File: config.mk
export PLATFORM = sky130hd
export DESIGN_NAME = board_regs_top
export DESIGN_NICKNAME = d
export VERILOG_FILES = /design/src/common/board_regs_pkg.sv /design/src/source/amp_enable_ctrl.sv /design/src/source/board_regs_top.sv /design/src/source/host_reg_file.sv /design/src/source/input_sync.sv /design/src/supervisor/safety_supervisor.sv
export VERILOG_INCLUDE_DIRS = /design/src /design/src/common
export SDC_FILE = /design/constraint.sdc
export NUM_CORES = 1
export LEC_CHECK = 0
export ABC_AREA = 0
export BUFFER_PORTS_ARGS = -buffer_cell sky130_fd_sc_hd__buf_2
export CORE_UTILIZATION = 26
export CTS_BUF_LIST = sky130_fd_sc_hd__clkbuf_8
export DETAILED_ROUTE_END_ITERATION = 10
export GPL_TIMING_DRIVEN = 0
export HOLD_SLACK_MARGIN = 0.1
export SLEW_MARGIN = 20
export SYNTH_ARGS = -nofsm -noshare
export SYNTH_HDL_FRONTEND = slang
export SYNTH_SLANG_ARGS = --single-unit
File: constraint.sdc
create_clock -name sysclk -period 7.15 [get_ports sysclk]
set_input_delay 0 -clock sysclk [delete_from_list [all_inputs] [get_ports sysclk]]
set_output_delay 0 -clock sysclk [all_outputs]
set_load 0.02 [all_outputs]
File: src/common/board_regs_config.svh
`ifndef BOARD_REGS_CONFIG_SVH
`define BOARD_REGS_CONFIG_SVH

// register offsets, low nibble of the host address
`define REG_STATUS      4'd0
`define REG_PHYCTRL     4'd1
`define REG_PHYDATA     4'd2
`define REG_TIMEOUT     4'd3
`define REG_VERSION     4'd4
`define REG_TEMPSNS     4'd5
`define REG_DIGIN       4'd10
`define REG_DEBUG       4'd15

`define ADDR_MAIN       4'd0            // block select in addr 15:12
`define BOARD_VERSION   32'h514C4131    // "QLA1"
`define NUM_AXES        4

`define WDOG_TICK_WIDTH 4               // 16 sysclk per tick, short for sim
`define MV_SETTLE_TICKS 24              // mv_good high time before amps on

`endif

File: src/common/board_regs_pkg.sv
`default_nettype none

`include "board_regs_config.svh"

package board_regs_pkg;

    typedef logic [`NUM_AXES-1:0] axis_t;   // one bit per axis

    // raw board inputs, 45 bits
    typedef struct packed {
        axis_t       enc_a;
        axis_t       enc_b;
        axis_t       enc_i;
        axis_t       neg_limit;
        axis_t       pos_limit;
        axis_t       home;
        axis_t       fault;     // amp fault, 1 = amp ok
        logic        v_fault;   // encoder supply fault
        logic [15:0] temp_sense;
    } board_inputs_t;

    typedef struct packed {
        logic relay;            // safety relay feedback
        logic mv_faultn;        // motor supply fault, active low
        logic mv_good;          // motor voltage good
    } power_inputs_t;

    typedef struct packed {
        logic pwr_enable;
        logic relay_on;
        logic eth1394;          // 1 = ethernet-1394 mode
    } board_ctrl_t;

    // per-axis enable command from a status write
    typedef struct packed {
        logic  wr;
        axis_t mask;
        axis_t value;           // 1 = enable
    } axis_cmd_t;

    typedef struct packed {
        logic  wdog_timeout;
        axis_t wdog_disable;
        axis_t mv_disable;
    } safety_status_t;

endpackage

`default_nettype wire

File: src/source/amp_enable_ctrl.sv
`timescale 1ns/1ps
`default_nettype none

module amp_enable_ctrl (
    input  wire                            sysclk,
    input  wire                            reset,
    input  wire                            pwr_enable,
    input  board_regs_pkg::axis_cmd_t      axis_cmd,
    input  board_regs_pkg::safety_status_t safety,
    input  board_regs_pkg::axis_t          safety_amp_disable,
    output board_regs_pkg::axis_t          axis_enabled,
    output board_regs_pkg::axis_t          amp_disable
);

    import board_regs_pkg::*;

    axis_t disable_q;           // latched per-axis disable, 1 = off
    axis_t cmd_disable;         // state asked for by the current command
    axis_t fault_disable;       // disables that latch in idle cycles

    // masked bits take ~value, the rest hold
    // pwr_enable here is still the value before the write
    assign cmd_disable = {$bits(axis_t){~pwr_enable}}
                       | (axis_cmd.mask & ~axis_cmd.value)
                       | (~axis_cmd.mask & disable_q);

    assign fault_disable = safety.wdog_disable | safety_amp_disable;

    always_ff @(posedge sysclk) begin
        if (!reset) begin
            disable_q <= '1;                        // all amps off
        end else if (axis_cmd.wr) begin
            disable_q <= cmd_disable;
        end else begin
            disable_q <= disable_q | fault_disable; // sticky until re-enabled
        end
    end

    // settle timer overrides without touching the latch
    assign amp_disable  = disable_q | safety.mv_disable;
    assign axis_enabled = ~disable_q;

endmodule

`default_nettype wire

File: src/source/board_regs_top.sv
`timescale 1ns/1ps
`default_nettype none

module board_regs_top (
    input  wire                   sysclk,
    input  wire                   reset,
    input  wire [15:0]            reg_waddr,
    input  wire [15:0]            reg_raddr,
    input  wire [31:0]            reg_wdata,
    input  wire                   reg_wen,
    input  board_regs_pkg::axis_t enc_a,
    input  board_regs_pkg::axis_t enc_b,
    input  board_regs_pkg::axis_t enc_i,
    input  board_regs_pkg::axis_t neg_limit,
    input  board_regs_pkg::axis_t pos_limit,
    input  board_regs_pkg::axis_t home,
    input  board_regs_pkg::axis_t fault,
    input  wire                   v_fault,
    input  wire [15:0]            temp_sense,
    input  wire                   relay,
    input  wire                   mv_faultn,
    input  wire                   mv_good,
    input  wire [3:0]             board_id,         // rotary switch, static
    input  board_regs_pkg::axis_t safety_amp_disable,
    output board_regs_pkg::axis_t amp_disable,
    output logic                  pwr_enable,
    output logic                  relay_on,
    output logic                  eth1394,
    output logic [31:0]           reg_rdata,
    output logic [31:0]           reg_debug
);

    import board_regs_pkg::*;

    board_inputs_t  board_raw, board_sync;
    power_inputs_t  power_raw, power_sync;
    board_ctrl_t    ctrl;
    axis_cmd_t      axis_cmd;
    safety_status_t safety;
    axis_t          axis_enabled;
    logic [15:0]    wdog_period;
    logic           wdog_clear;

    assign board_raw = '{enc_a: enc_a, enc_b: enc_b, enc_i: enc_i,
                         neg_limit: neg_limit, pos_limit: pos_limit, home: home,
                         fault: fault, v_fault: v_fault, temp_sense: temp_sense};
    assign power_raw = '{relay: relay, mv_faultn: mv_faultn, mv_good: mv_good};

    input_sync #(.payload_t(board_inputs_t)) i_board_sync (
        .sysclk(sysclk), .reset(reset), .d(board_raw), .q(board_sync));

    input_sync #(.payload_t(power_inputs_t)) i_power_sync (
        .sysclk(sysclk), .reset(reset), .d(power_raw), .q(power_sync));

    host_reg_file i_regs (
        .sysclk(sysclk), .reset(reset),
        .reg_waddr(reg_waddr), .reg_raddr(reg_raddr),
        .reg_wdata(reg_wdata), .reg_wen(reg_wen),
        .board_id(board_id), .board_in(board_sync), .power_in(power_sync),
        .safety_amp_disable(safety_amp_disable), .safety(safety),
        .axis_enabled(axis_enabled), .ctrl(ctrl), .wdog_period(wdog_period),
        .axis_cmd(axis_cmd), .wdog_clear(wdog_clear),
        .reg_rdata(reg_rdata), .reg_debug(reg_debug));

    safety_supervisor i_supervisor (
        .sysclk(sysclk), .reset(reset), .reg_wen(reg_wen),
        .wdog_period(wdog_period), .wdog_clear(wdog_clear),
        .mv_good(power_sync.mv_good), .safety(safety));

    amp_enable_ctrl i_amp_ctrl (
        .sysclk(sysclk), .reset(reset), .pwr_enable(ctrl.pwr_enable),
        .axis_cmd(axis_cmd), .safety(safety),
        .safety_amp_disable(safety_amp_disable),
        .axis_enabled(axis_enabled), .amp_disable(amp_disable));

    assign pwr_enable = ctrl.pwr_enable;
    assign relay_on   = ctrl.relay_on;
    assign eth1394    = ctrl.eth1394;

endmodule

`default_nettype wire

File: src/source/host_reg_file.sv
`timescale 1ns/1ps
`default_nettype none

`include "board_regs_config.svh"

module host_reg_file (
    input  wire                            sysclk,
    input  wire                            reset,
    input  wire [15:0]                     reg_waddr,
    input  wire [15:0]                     reg_raddr,
    input  wire [31:0]                     reg_wdata,
    input  wire                            reg_wen,
    input  wire [3:0]                      board_id,
    input  board_regs_pkg::board_inputs_t  board_in,
    input  board_regs_pkg::power_inputs_t  power_in,
    input  board_regs_pkg::axis_t          safety_amp_disable,
    input  board_regs_pkg::safety_status_t safety,
    input  board_regs_pkg::axis_t          axis_enabled,
    output board_regs_pkg::board_ctrl_t    ctrl,
    output logic [15:0]                    wdog_period,
    output board_regs_pkg::axis_cmd_t      axis_cmd,
    output logic                           wdog_clear,
    output logic [31:0]                    reg_rdata,
    output logic [31:0]                    reg_debug
);

    import board_regs_pkg::*;

    logic        wr_hit;        // write addressed to this block
    logic        wr_status;
    logic [15:0] phy_ctrl;      // phy request bitstream
    logic [15:0] phy_data;      // phy register transfer data
    board_ctrl_t ctrl_next;

    assign wr_hit    = reg_wen && (reg_waddr[15:12] == `ADDR_MAIN) && (reg_waddr[7:4] == 4'd0);
    assign wr_status = wr_hit && (reg_waddr[3:0] == `REG_STATUS);

    // axis enables use mask 11:8 over value 3:0
    assign axis_cmd.wr    = wr_status;
    assign axis_cmd.mask  = reg_wdata[11:8];
    assign axis_cmd.value = reg_wdata[3:0];

    assign wdog_clear = wr_status && reg_wdata[19] && reg_wdata[18];   // power-on request

    // ------------------------------------------------------------------------
    // masked control bits of a status write
    // ------------------------------------------------------------------------
    always_comb begin
        ctrl_next = ctrl;
        if (reg_wdata[19]) ctrl_next.pwr_enable = reg_wdata[18];
        if (reg_wdata[17]) ctrl_next.relay_on   = reg_wdata[16];
        if (reg_wdata[23]) ctrl_next.eth1394    = reg_wdata[22];
    end

    always_ff @(posedge sysclk) begin
        if (!reset) begin
            ctrl        <= '0;          // power, relay off
            phy_ctrl    <= '0;
            phy_data    <= '0;
            wdog_period <= 16'hffff;    // long period until host sets one
            reg_debug   <= 32'h2000;
            reg_rdata   <= '0;
        end else begin
            if (wr_hit) begin
                case (reg_waddr[3:0])
                    `REG_STATUS:  ctrl        <= ctrl_next;
                    `REG_PHYCTRL: phy_ctrl    <= reg_wdata[15:0];
                    `REG_PHYDATA: phy_data    <= reg_wdata[15:0];
                    `REG_TIMEOUT: wdog_period <= reg_wdata[15:0];
                    `REG_DEBUG:   reg_debug   <= reg_wdata;
                    default: ;                  // read-only or unmapped
                endcase
            end

            // read port runs whenever the bus is not writing
            if (!reg_wen) begin
                case (reg_raddr[3:0])
                    `REG_STATUS: reg_rdata <= {
                        4'd4, board_id,                         // channels, id
                        safety.wdog_timeout, ctrl.eth1394, 2'b00,
                        power_in.mv_good, ctrl.pwr_enable,
                        ~power_in.relay, ctrl.relay_on,
                        ~power_in.mv_faultn, 3'b000,
                        board_in.fault,
                        safety_amp_disable, axis_enabled};
                    `REG_PHYCTRL: reg_rdata <= {16'd0, phy_ctrl};
                    `REG_PHYDATA: reg_rdata <= {16'd0, phy_data};
                    `REG_TIMEOUT: reg_rdata <= {16'd0, wdog_period};
                    `REG_VERSION: reg_rdata <= `BOARD_VERSION;
                    `REG_TEMPSNS: reg_rdata <= {16'd0, board_in.temp_sense};
                    `REG_DIGIN: reg_rdata <= {
                        board_in.v_fault, 3'b000,
                        board_in.enc_a, board_in.enc_b, board_in.enc_i,
                        4'b0000,                                // DOUT slot, not implemented
                        board_in.neg_limit, board_in.pos_limit, board_in.home};
                    `REG_DEBUG: reg_rdata <= reg_debug;
                    default:    reg_rdata <= '0;        // unmapped reads 0
                endcase
            end
        end
    end

endmodule

`default_nettype wire

File: src/source/input_sync.sv
`timescale 1ns/1ps
`default_nettype none

// two flop synchronizer, one instance per input bundle
module input_sync #(
    parameter type payload_t = logic
) (
    input  wire      sysclk,
    input  wire      reset,
    input  payload_t d,
    output payload_t q
);

    payload_t meta;             // first stage, may go metastable

    always_ff @(posedge sysclk) begin
        if (!reset) begin
            meta <= '0;
            q    <= '0;
        end else begin
            meta <= d;
            q    <= meta;       // settled copy
        end
    end

endmodule

`default_nettype wire

File: src/supervisor/safety_supervisor.sv
`timescale 1ns/1ps
`default_nettype none

`include "board_regs_config.svh"

module safety_supervisor (
    input  wire                            sysclk,
    input  wire                            reset,
    input  wire                            reg_wen,
    input  wire [15:0]                     wdog_period,
    input  wire                            wdog_clear,
    input  wire                            mv_good,
    output board_regs_pkg::safety_status_t safety
);

    import board_regs_pkg::*;

    localparam int SETTLE_W = $clog2(`MV_SETTLE_TICKS + 1);
    localparam logic [SETTLE_W-1:0] SETTLE_DONE = SETTLE_W'(`MV_SETTLE_TICKS);

    logic [`WDOG_TICK_WIDTH-1:0] presc;
    logic                        tick;          // one sysclk wide
    logic [15:0]                 wdog_count;
    logic                        wdog_timeout;
    axis_t                       wdog_dis;
    logic [SETTLE_W-1:0]         settle_count;
    axis_t                       mv_dis;

    // ------------------------------------------------------------------------
    // tick prescaler
    // ------------------------------------------------------------------------
    always_ff @(posedge sysclk) begin
        if (!reset) presc <= '0;
        else        presc <= presc + 1'b1;  // free running
    end

    assign tick = &presc;

    // ------------------------------------------------------------------------
    // watchdog, restarted by any host write
    // ------------------------------------------------------------------------
    always_ff @(posedge sysclk) begin
        if (!reset) begin
            wdog_count   <= '0;
            wdog_timeout <= 1'b0;
            wdog_dis     <= '0;
        end else begin
            if (reg_wen) begin
                wdog_count <= '0;
                wdog_dis   <= '0;           // amp_enable_ctrl keeps its own latch
            end else if (tick && (wdog_period != 16'd0)) begin   // period 0 = off
                if (wdog_count < wdog_period) begin
                    wdog_count <= wdog_count + 1'b1;
                end else begin
                    wdog_timeout <= 1'b1;
                    wdog_dis     <= '1;
                end
            end
            if (wdog_clear) wdog_timeout <= 1'b0;   // host powering back on
        end
    end

    // ------------------------------------------------------------------------
    // motor voltage settle timer
    // ------------------------------------------------------------------------
    always_ff @(posedge sysclk) begin
        if (!reset) begin
            settle_count <= '0;
            mv_dis       <= '1;
        end else if (!mv_good) begin
            settle_count <= '0;             // restart on any dropout
            mv_dis       <= '1;
        end else if (tick && (settle_count != SETTLE_DONE)) begin
            settle_count <= settle_count + 1'b1;
            if (settle_count == SETTLE_DONE - 1'b1) mv_dis <= '0;   // last tick
        end
    end

    assign safety.wdog_timeout = wdog_timeout;
    assign safety.wdog_disable = wdog_dis;
    assign safety.mv_disable   = mv_dis;

endmodule

`default_nettype wire
# Word level (Yosys, flattened, before mapping)
# Cells that the tools add are included.
word_totals:
  inputBits: 123
  output_inout_bits: 71
  reg_bits: 246
op_classes:
  mux: 2
  n_reduce_logical: 27
  add_sub_neg: 3
  n_eq_ne: 13
  order_cmp: 1
  bitwise_logic: 16
ops:
  columns: ["cell", "count"]
  rows:
  - ["32-bit one-hot mux with 8 select lines", 1]
  - ["4-bit bitwise OR", 5]
  - ["16-bit by 1-bit adder with 16-bit output (second input constant)", 1]
  - ["4-bit by 2-bit == test with 1-bit output (second input constant)", 4]
  - ["4-bit logical NOT", 4]
  - ["16-bit < comparator", 1]
  - ["2-bit AND reduction", 8]
  - ["16-bit nonzero test", 1]
  - ["4-bit == test (second input constant)", 3]
  - ["4-bit NOT", 3]
  - ["3-bit AND reduction", 4]
  - ["4-bit bitwise AND", 2]
  - ["4-bit by 1-bit == test with 1-bit output (second input constant)", 2]
  - ["4-bit by 3-bit == test with 1-bit output (second input constant)", 2]
  - ["1-bit logical AND", 7]
  - ["1-bit NOT", 6]
  - ["5-bit by 1-bit adder with 5-bit output (second input constant)", 1]
  - ["5-bit == test (second input constant)", 1]
  - ["5-bit != test (second input constant)", 1]
  - ["4-bit by 1-bit adder with 4-bit output (second input constant)", 1]
  - ["4-bit 2-to-1 mux", 1]
  - ["4-bit AND reduction", 1]
  - ["2-bit OR reduction", 2]

# Logic depth before layout (Yosys ltp)
depth:
  ltp_word: 7
  depth_mapped: 10
  depth_no_buf: 8

# Hierarchy
# Synthesis repeated with hierarchy kept, for this count alone.
unflattened:
  hier_cells: 1045
  area_unflattened_um2: 10203.5
modules_own_cells:
  columns: ["mod", "cells_each", "n_inst", "seq_area_each_um2", "area_each_um2"]
  rows:
  - ["host_reg_file", 605, 1, 2302.2, 5586.6]
  - ["input_sync at i_board_sync", 189, 1, 1801.7, 2476.1]
  - ["safety_supervisor", 208, 1, 560.5, 1735.4]
  - ["amp_enable_ctrl", 31, 1, 80.1, 247.7]
  - ["input_sync at i_power_sync", 12, 1, 120.1, 157.7]

# Worst setup path after synthesis
# OpenSTA, ideal clock, no wires.
synth_timing:
  path_kind: "register -> register"
  start: "register i_regs.wdog_period[14]"
  end: "register i_supervisor.wdog_count[1]"
  period_less_slack_ns: 2.400
  required_ns: 7.022
  setup_slack_ns: 4.750
  path_stages_with_launch: 11
  arrival_ns: 2.273
  cell_sequence: "dfxtp_1 inv_1 ha_1 nand4_1 or3_1 or4_4 nand4_2 buf_6 buf_8 mux2i_1 nor2_1"
synth_via:
  elab_chain_cells: 3
synth_lines:
  columns: ["element", "line", "source"]
  rows:
  - ["start: declaration", "host_reg_file.sv:20", "output logic [15:0] wdog_period,"]
  - ["start signal: assignment", "host_reg_file.sv:69", "`REG_TIMEOUT: wdog_period <= reg_wdata[15:0];"]
  - ["parallel branches: the longest is 2 deep, another holds 16-bit < comparator", null, null]
  - ["2-bit AND reduction (no line) *", null, null]
  - ["end signal: assignment", "safety_supervisor.sv:53", "wdog_count <= wdog_count + 1'b1;"]
  - ["end: declaration", "safety_supervisor.sv:23", "logic [15:0] wdog_count;"]
# Every way passes the cells marked *.
# A chain may end at the register's enable or synchronous reset.

# Final worst setup path
layout_timing:
  start: "register i_regs.wdog_period[15]"
  end: "register i_supervisor.wdog_count[1]"
# The elaborated chain is that of the path after synthesis.

==> impl_metrics.yaml <==
outcome:
  status: "complete, no violations"
drt:
  drtPass1Iterations: 5
  wire_per_inst_microns: 18.53
  drtIter0Drc: 729
  vias: 8562
  viasPerCell: 4.746
  drcViolationCount: 0
  ant_nets: 0
  wl_microns: 33430
timing:
  fin_crit_ns: 2.727
  drv_slew: 0
  relSlewSlack_pct: 21.45
  setup_tns_ns: 0
  rsz0062_at_grt: "no"
  fmax_mhz: 366.8
  holdWs_ns: 0.1376
  worst_pin_slew_ns: 1.175
  hold_violations: 0
  period_share_pct: 38.13
  setup_viol: 0
  clock_skew_ns: 0.03933
worst_hold_path:
  whs_endpoint: "i_regs.reg_rdata[28]$_SDFFE_PN0N_"
  hold_depth: 6
  hold_start: "reg_raddr[1]"
  hp-class: "in2reg"
yosys:
  synth_cell_types: 50
  synth-xor-area-share_pct: 0.6405
  synth_top_family_by_area: "simple AND/OR/NAND/NOR gates"
  synth_mux_area_share_pct: 7.216
  ys_ff_latch: 243
  async_reset_ff_share_pct: 0
  synthCells: 986
  synth_edf_count: 0
  avgSynthCellArea_sq_um: 9.708
  synth_compound_area_share_pct: 11.87
  syn-num-nets: 1128
  yosysWarnings: 0
  synth-seq-area-share_pct: 50.82
  synth_area_sq_um: 9572
  synthFlopType: "dfxtp_1"
  synthSimpleGateAreaFrac_pct: 23.18
  synth_fa_ha_area_share_pct: 2.484
global_routing:
  antenna_found_initial: 3
  grt_pass1_wl_microns: 50380
  grt_max_degree: 13
  globalRouteOverflowTotal: 0
  grt_pass1_vias: 8352
  track_usage_pct: 17.48
place:
  gp_congestion: 0.9033
  dp.cells: 1621
  port_buffers: 174
  dpl.hpwl_microns: 25010
cells_and_area:
  instances_no_fill: 1804
  nets: 1458
  area_growth_pct: 35.75
  drive_gt1_share_pct: 18.96
critical_path:
  setup.worst_path.start_class: "register"
  cp_slowest_cell: "or4_4"
  slowest_delay_ns: 0.57
  path_cells: "inv_1, ha_1, nand4_1, or3_1, or4_4, nand4_2, buf_6, buf_8, mux2i_1, nor2_1"
  worst_ep_required_time_ns: 7.60
  crit_fanout: 10
  r2r_setup_slack_ns: 4.42
  timing_worst_setup_path_type: "reg2reg"
  endpoint_kind: "register"
  reg2reg_depth: 10
  rr_endpoint: "i_supervisor.wdog_count[1]$_SDFFE_PP0P_"
  cp_data_arrival_time_ns: 3.17
  regToRegStartpoint: "i_regs.wdog_period[15]$_SDFFE_PN1P_"
floorplanning:
  dieArea_sq_um: 37590
  die_h_microns: 193.9
  num_io_pins: 194
  start_util_pct: 26.65
  die_w_microns: 193.9
  coreArea_sq_um: 35910
  fp-row-count: 69
pwr:
  vdd_drop_max_mv: 0.1560
  power.density_nw_per_um2: 221.9
  total_power_mw: 2.884
  power_leakage_nw: 5.499
cts:
  clk_pin_slew_worst_paths_ns: 0.06
  htreeDepth: 2
  clk_path_buf_depth: 3
  ctsHoldBuffers: 112
  cts_root_buffer: "clkbuf_8"
  cts-resized-gates: 0
  clkLatencyLatePin_ns: 0.57
  cts_buffers: 42
  cts.sinks: 243
  cts_setup_buffers: 0
  tritoncts: "built"
flow_run:
  max-cap-violations: 0
==> power breakdown <==
part	switching, mW	total, mW	internal (mW)	leakage (nW)
clock network	0.575	1.29	0.718	0.469
registers	0.0107	1.39	1.38	1.98
logic	0.101	0.197	0.0962	3.05
total	0.686	2.88	2.20	5.50
==> routing by layer <==
metal | wire length, microns | global-route usage, %
met1 | 14430 | 22.59
met2 | 15060 | 27.82
met3 | 2709 | 4.088
met4 | 1229 | 7.437
met5 | 0 | 0
==> critical path: cells and delay by family, from the launching register on <==
family	cells	cell delay (ns)
buffers and inverters	3	0.39
AND/OR/NAND/NOR	5	1.33
multiplexers	1	0.19
flip-flops	1	0.38
adder cells (fa/ha/maj)	1	0.30
==> registers in the layout, indices dropped and copies added, names as in the netlist, 5 cells and up <==
| name | cells |
|---|---|
| i_regs.reg_debug | 32 |
| i_supervisor.wdog_count | 16 |
| i_regs.wdog_period | 16 |
| i_regs.phy_ctrl | 16 |
| i_regs.reg_rdata | 32 |
| i_supervisor.settle_count | 5 |
| i_regs.phy_data | 16 |
| i_board_sync.q | 45 |
| i_board_sync.meta | 45 |
==> cell type report <==
class                      instances  area (sq um)
inverter                          23         86.33
multi-input combinational        655          4344
clock buffer                      51         701.9
timing repair buffer             286          1992
tap                              461         576.8
clock inverter                    17         143.9
buffer                            65         276.5
fill                            3690         22920
sequential                       243          4865
antenna                            3         7.507
==> Yosys cell counts (5+ instances only) <==
library cell	instances	area share (%)
inv_1	23	0.90
o31ai_1	11	0.86
a21oi_1	30	1.6
nor3_1	5	0.26
buf_2	8	0.42
nand2_1	83	3.3
or4_1	11	0.86
ha_1	19	2.5
o21ai_0	29	1.5
a22oi_1	22	1.7
or3_1	5	0.33
nor2b_1	83	5.4
mux2i_1	69	7.2
nor4_1	7	0.46
nand4_1	17	1.1
dfxtp_1	243	51
nor2_1	29	1.1
a222oi_1	26	2.7
and2_1	110	7.2
nand3_1	28	1.5
xor2_1	5	0.46
clkbuf_1	51	2.0
o211ai_1	15	1.2
==> metrics by stage <==
step / worst slack (ns) / area, sq um / util (%)
after detailed placement: 4.464 / 11020 / 30.68
after global placement: 4.470 / 11020 / 30.68
after CTS: 4.439 / 12990 / 36.16
after floorplan: 4.750 / 9572 / -
final: 4.423 / 12990 / 36.18
after global routing: 4.314 / 12990 / 36.17
==> cell families after synthesis <==
family          count (synthesis)
mux                            69
buf+inv                        88
compound gates                161
flops                         243
xor+xnor                        7
simple gates                  399
fa+ha+maj                      19
==> how the worst max path moves through the flow <==
stage / cells after the start / startpoint / slack [ns] / endpoint
detailed placement: 10 / i_regs.wdog_period[15]$_SDFFE_PN1P_ / 4.46 / i_supervisor.wdog_count[1]$_SDFFE_PP0P_
global placement: 10 / i_regs.wdog_period[15]$_SDFFE_PN1P_ / 4.47 / i_supervisor.wdog_count[1]$_SDFFE_PP0P_
floorplan: 10 / i_regs.wdog_period[14]$_SDFFE_PN1P_ / 4.75 / i_supervisor.wdog_count[1]$_SDFFE_PP0P_
finish: 10 / i_regs.wdog_period[15]$_SDFFE_PN1P_ / 4.42 / i_supervisor.wdog_count[1]$_SDFFE_PP0P_
global route: 10 / i_regs.wdog_period[14]$_SDFFE_PN1P_ / 4.31 / i_supervisor.wdog_count[1]$_SDFFE_PP0P_
CTS: 10 / i_regs.wdog_period[15]$_SDFFE_PN1P_ / 4.44 / i_supervisor.wdog_count[1]$_SDFFE_PP0P_
==> cell usage in the layout, fill, tap and decap left out, types with 29 or more instances in the layout <==
cell	count
dfxtp_1	243
clkbuf_8	51
a21oi_1	30
o21ai_0	29
clkbuf_1	51
nor2b_1	83
nand2_1	83
and2_1	110
dlygate4sd3_1	112
buf_2	182
mux2i_1	69
nor2_1	29
inv_1	31
Power figures use the tool's default switching activity.
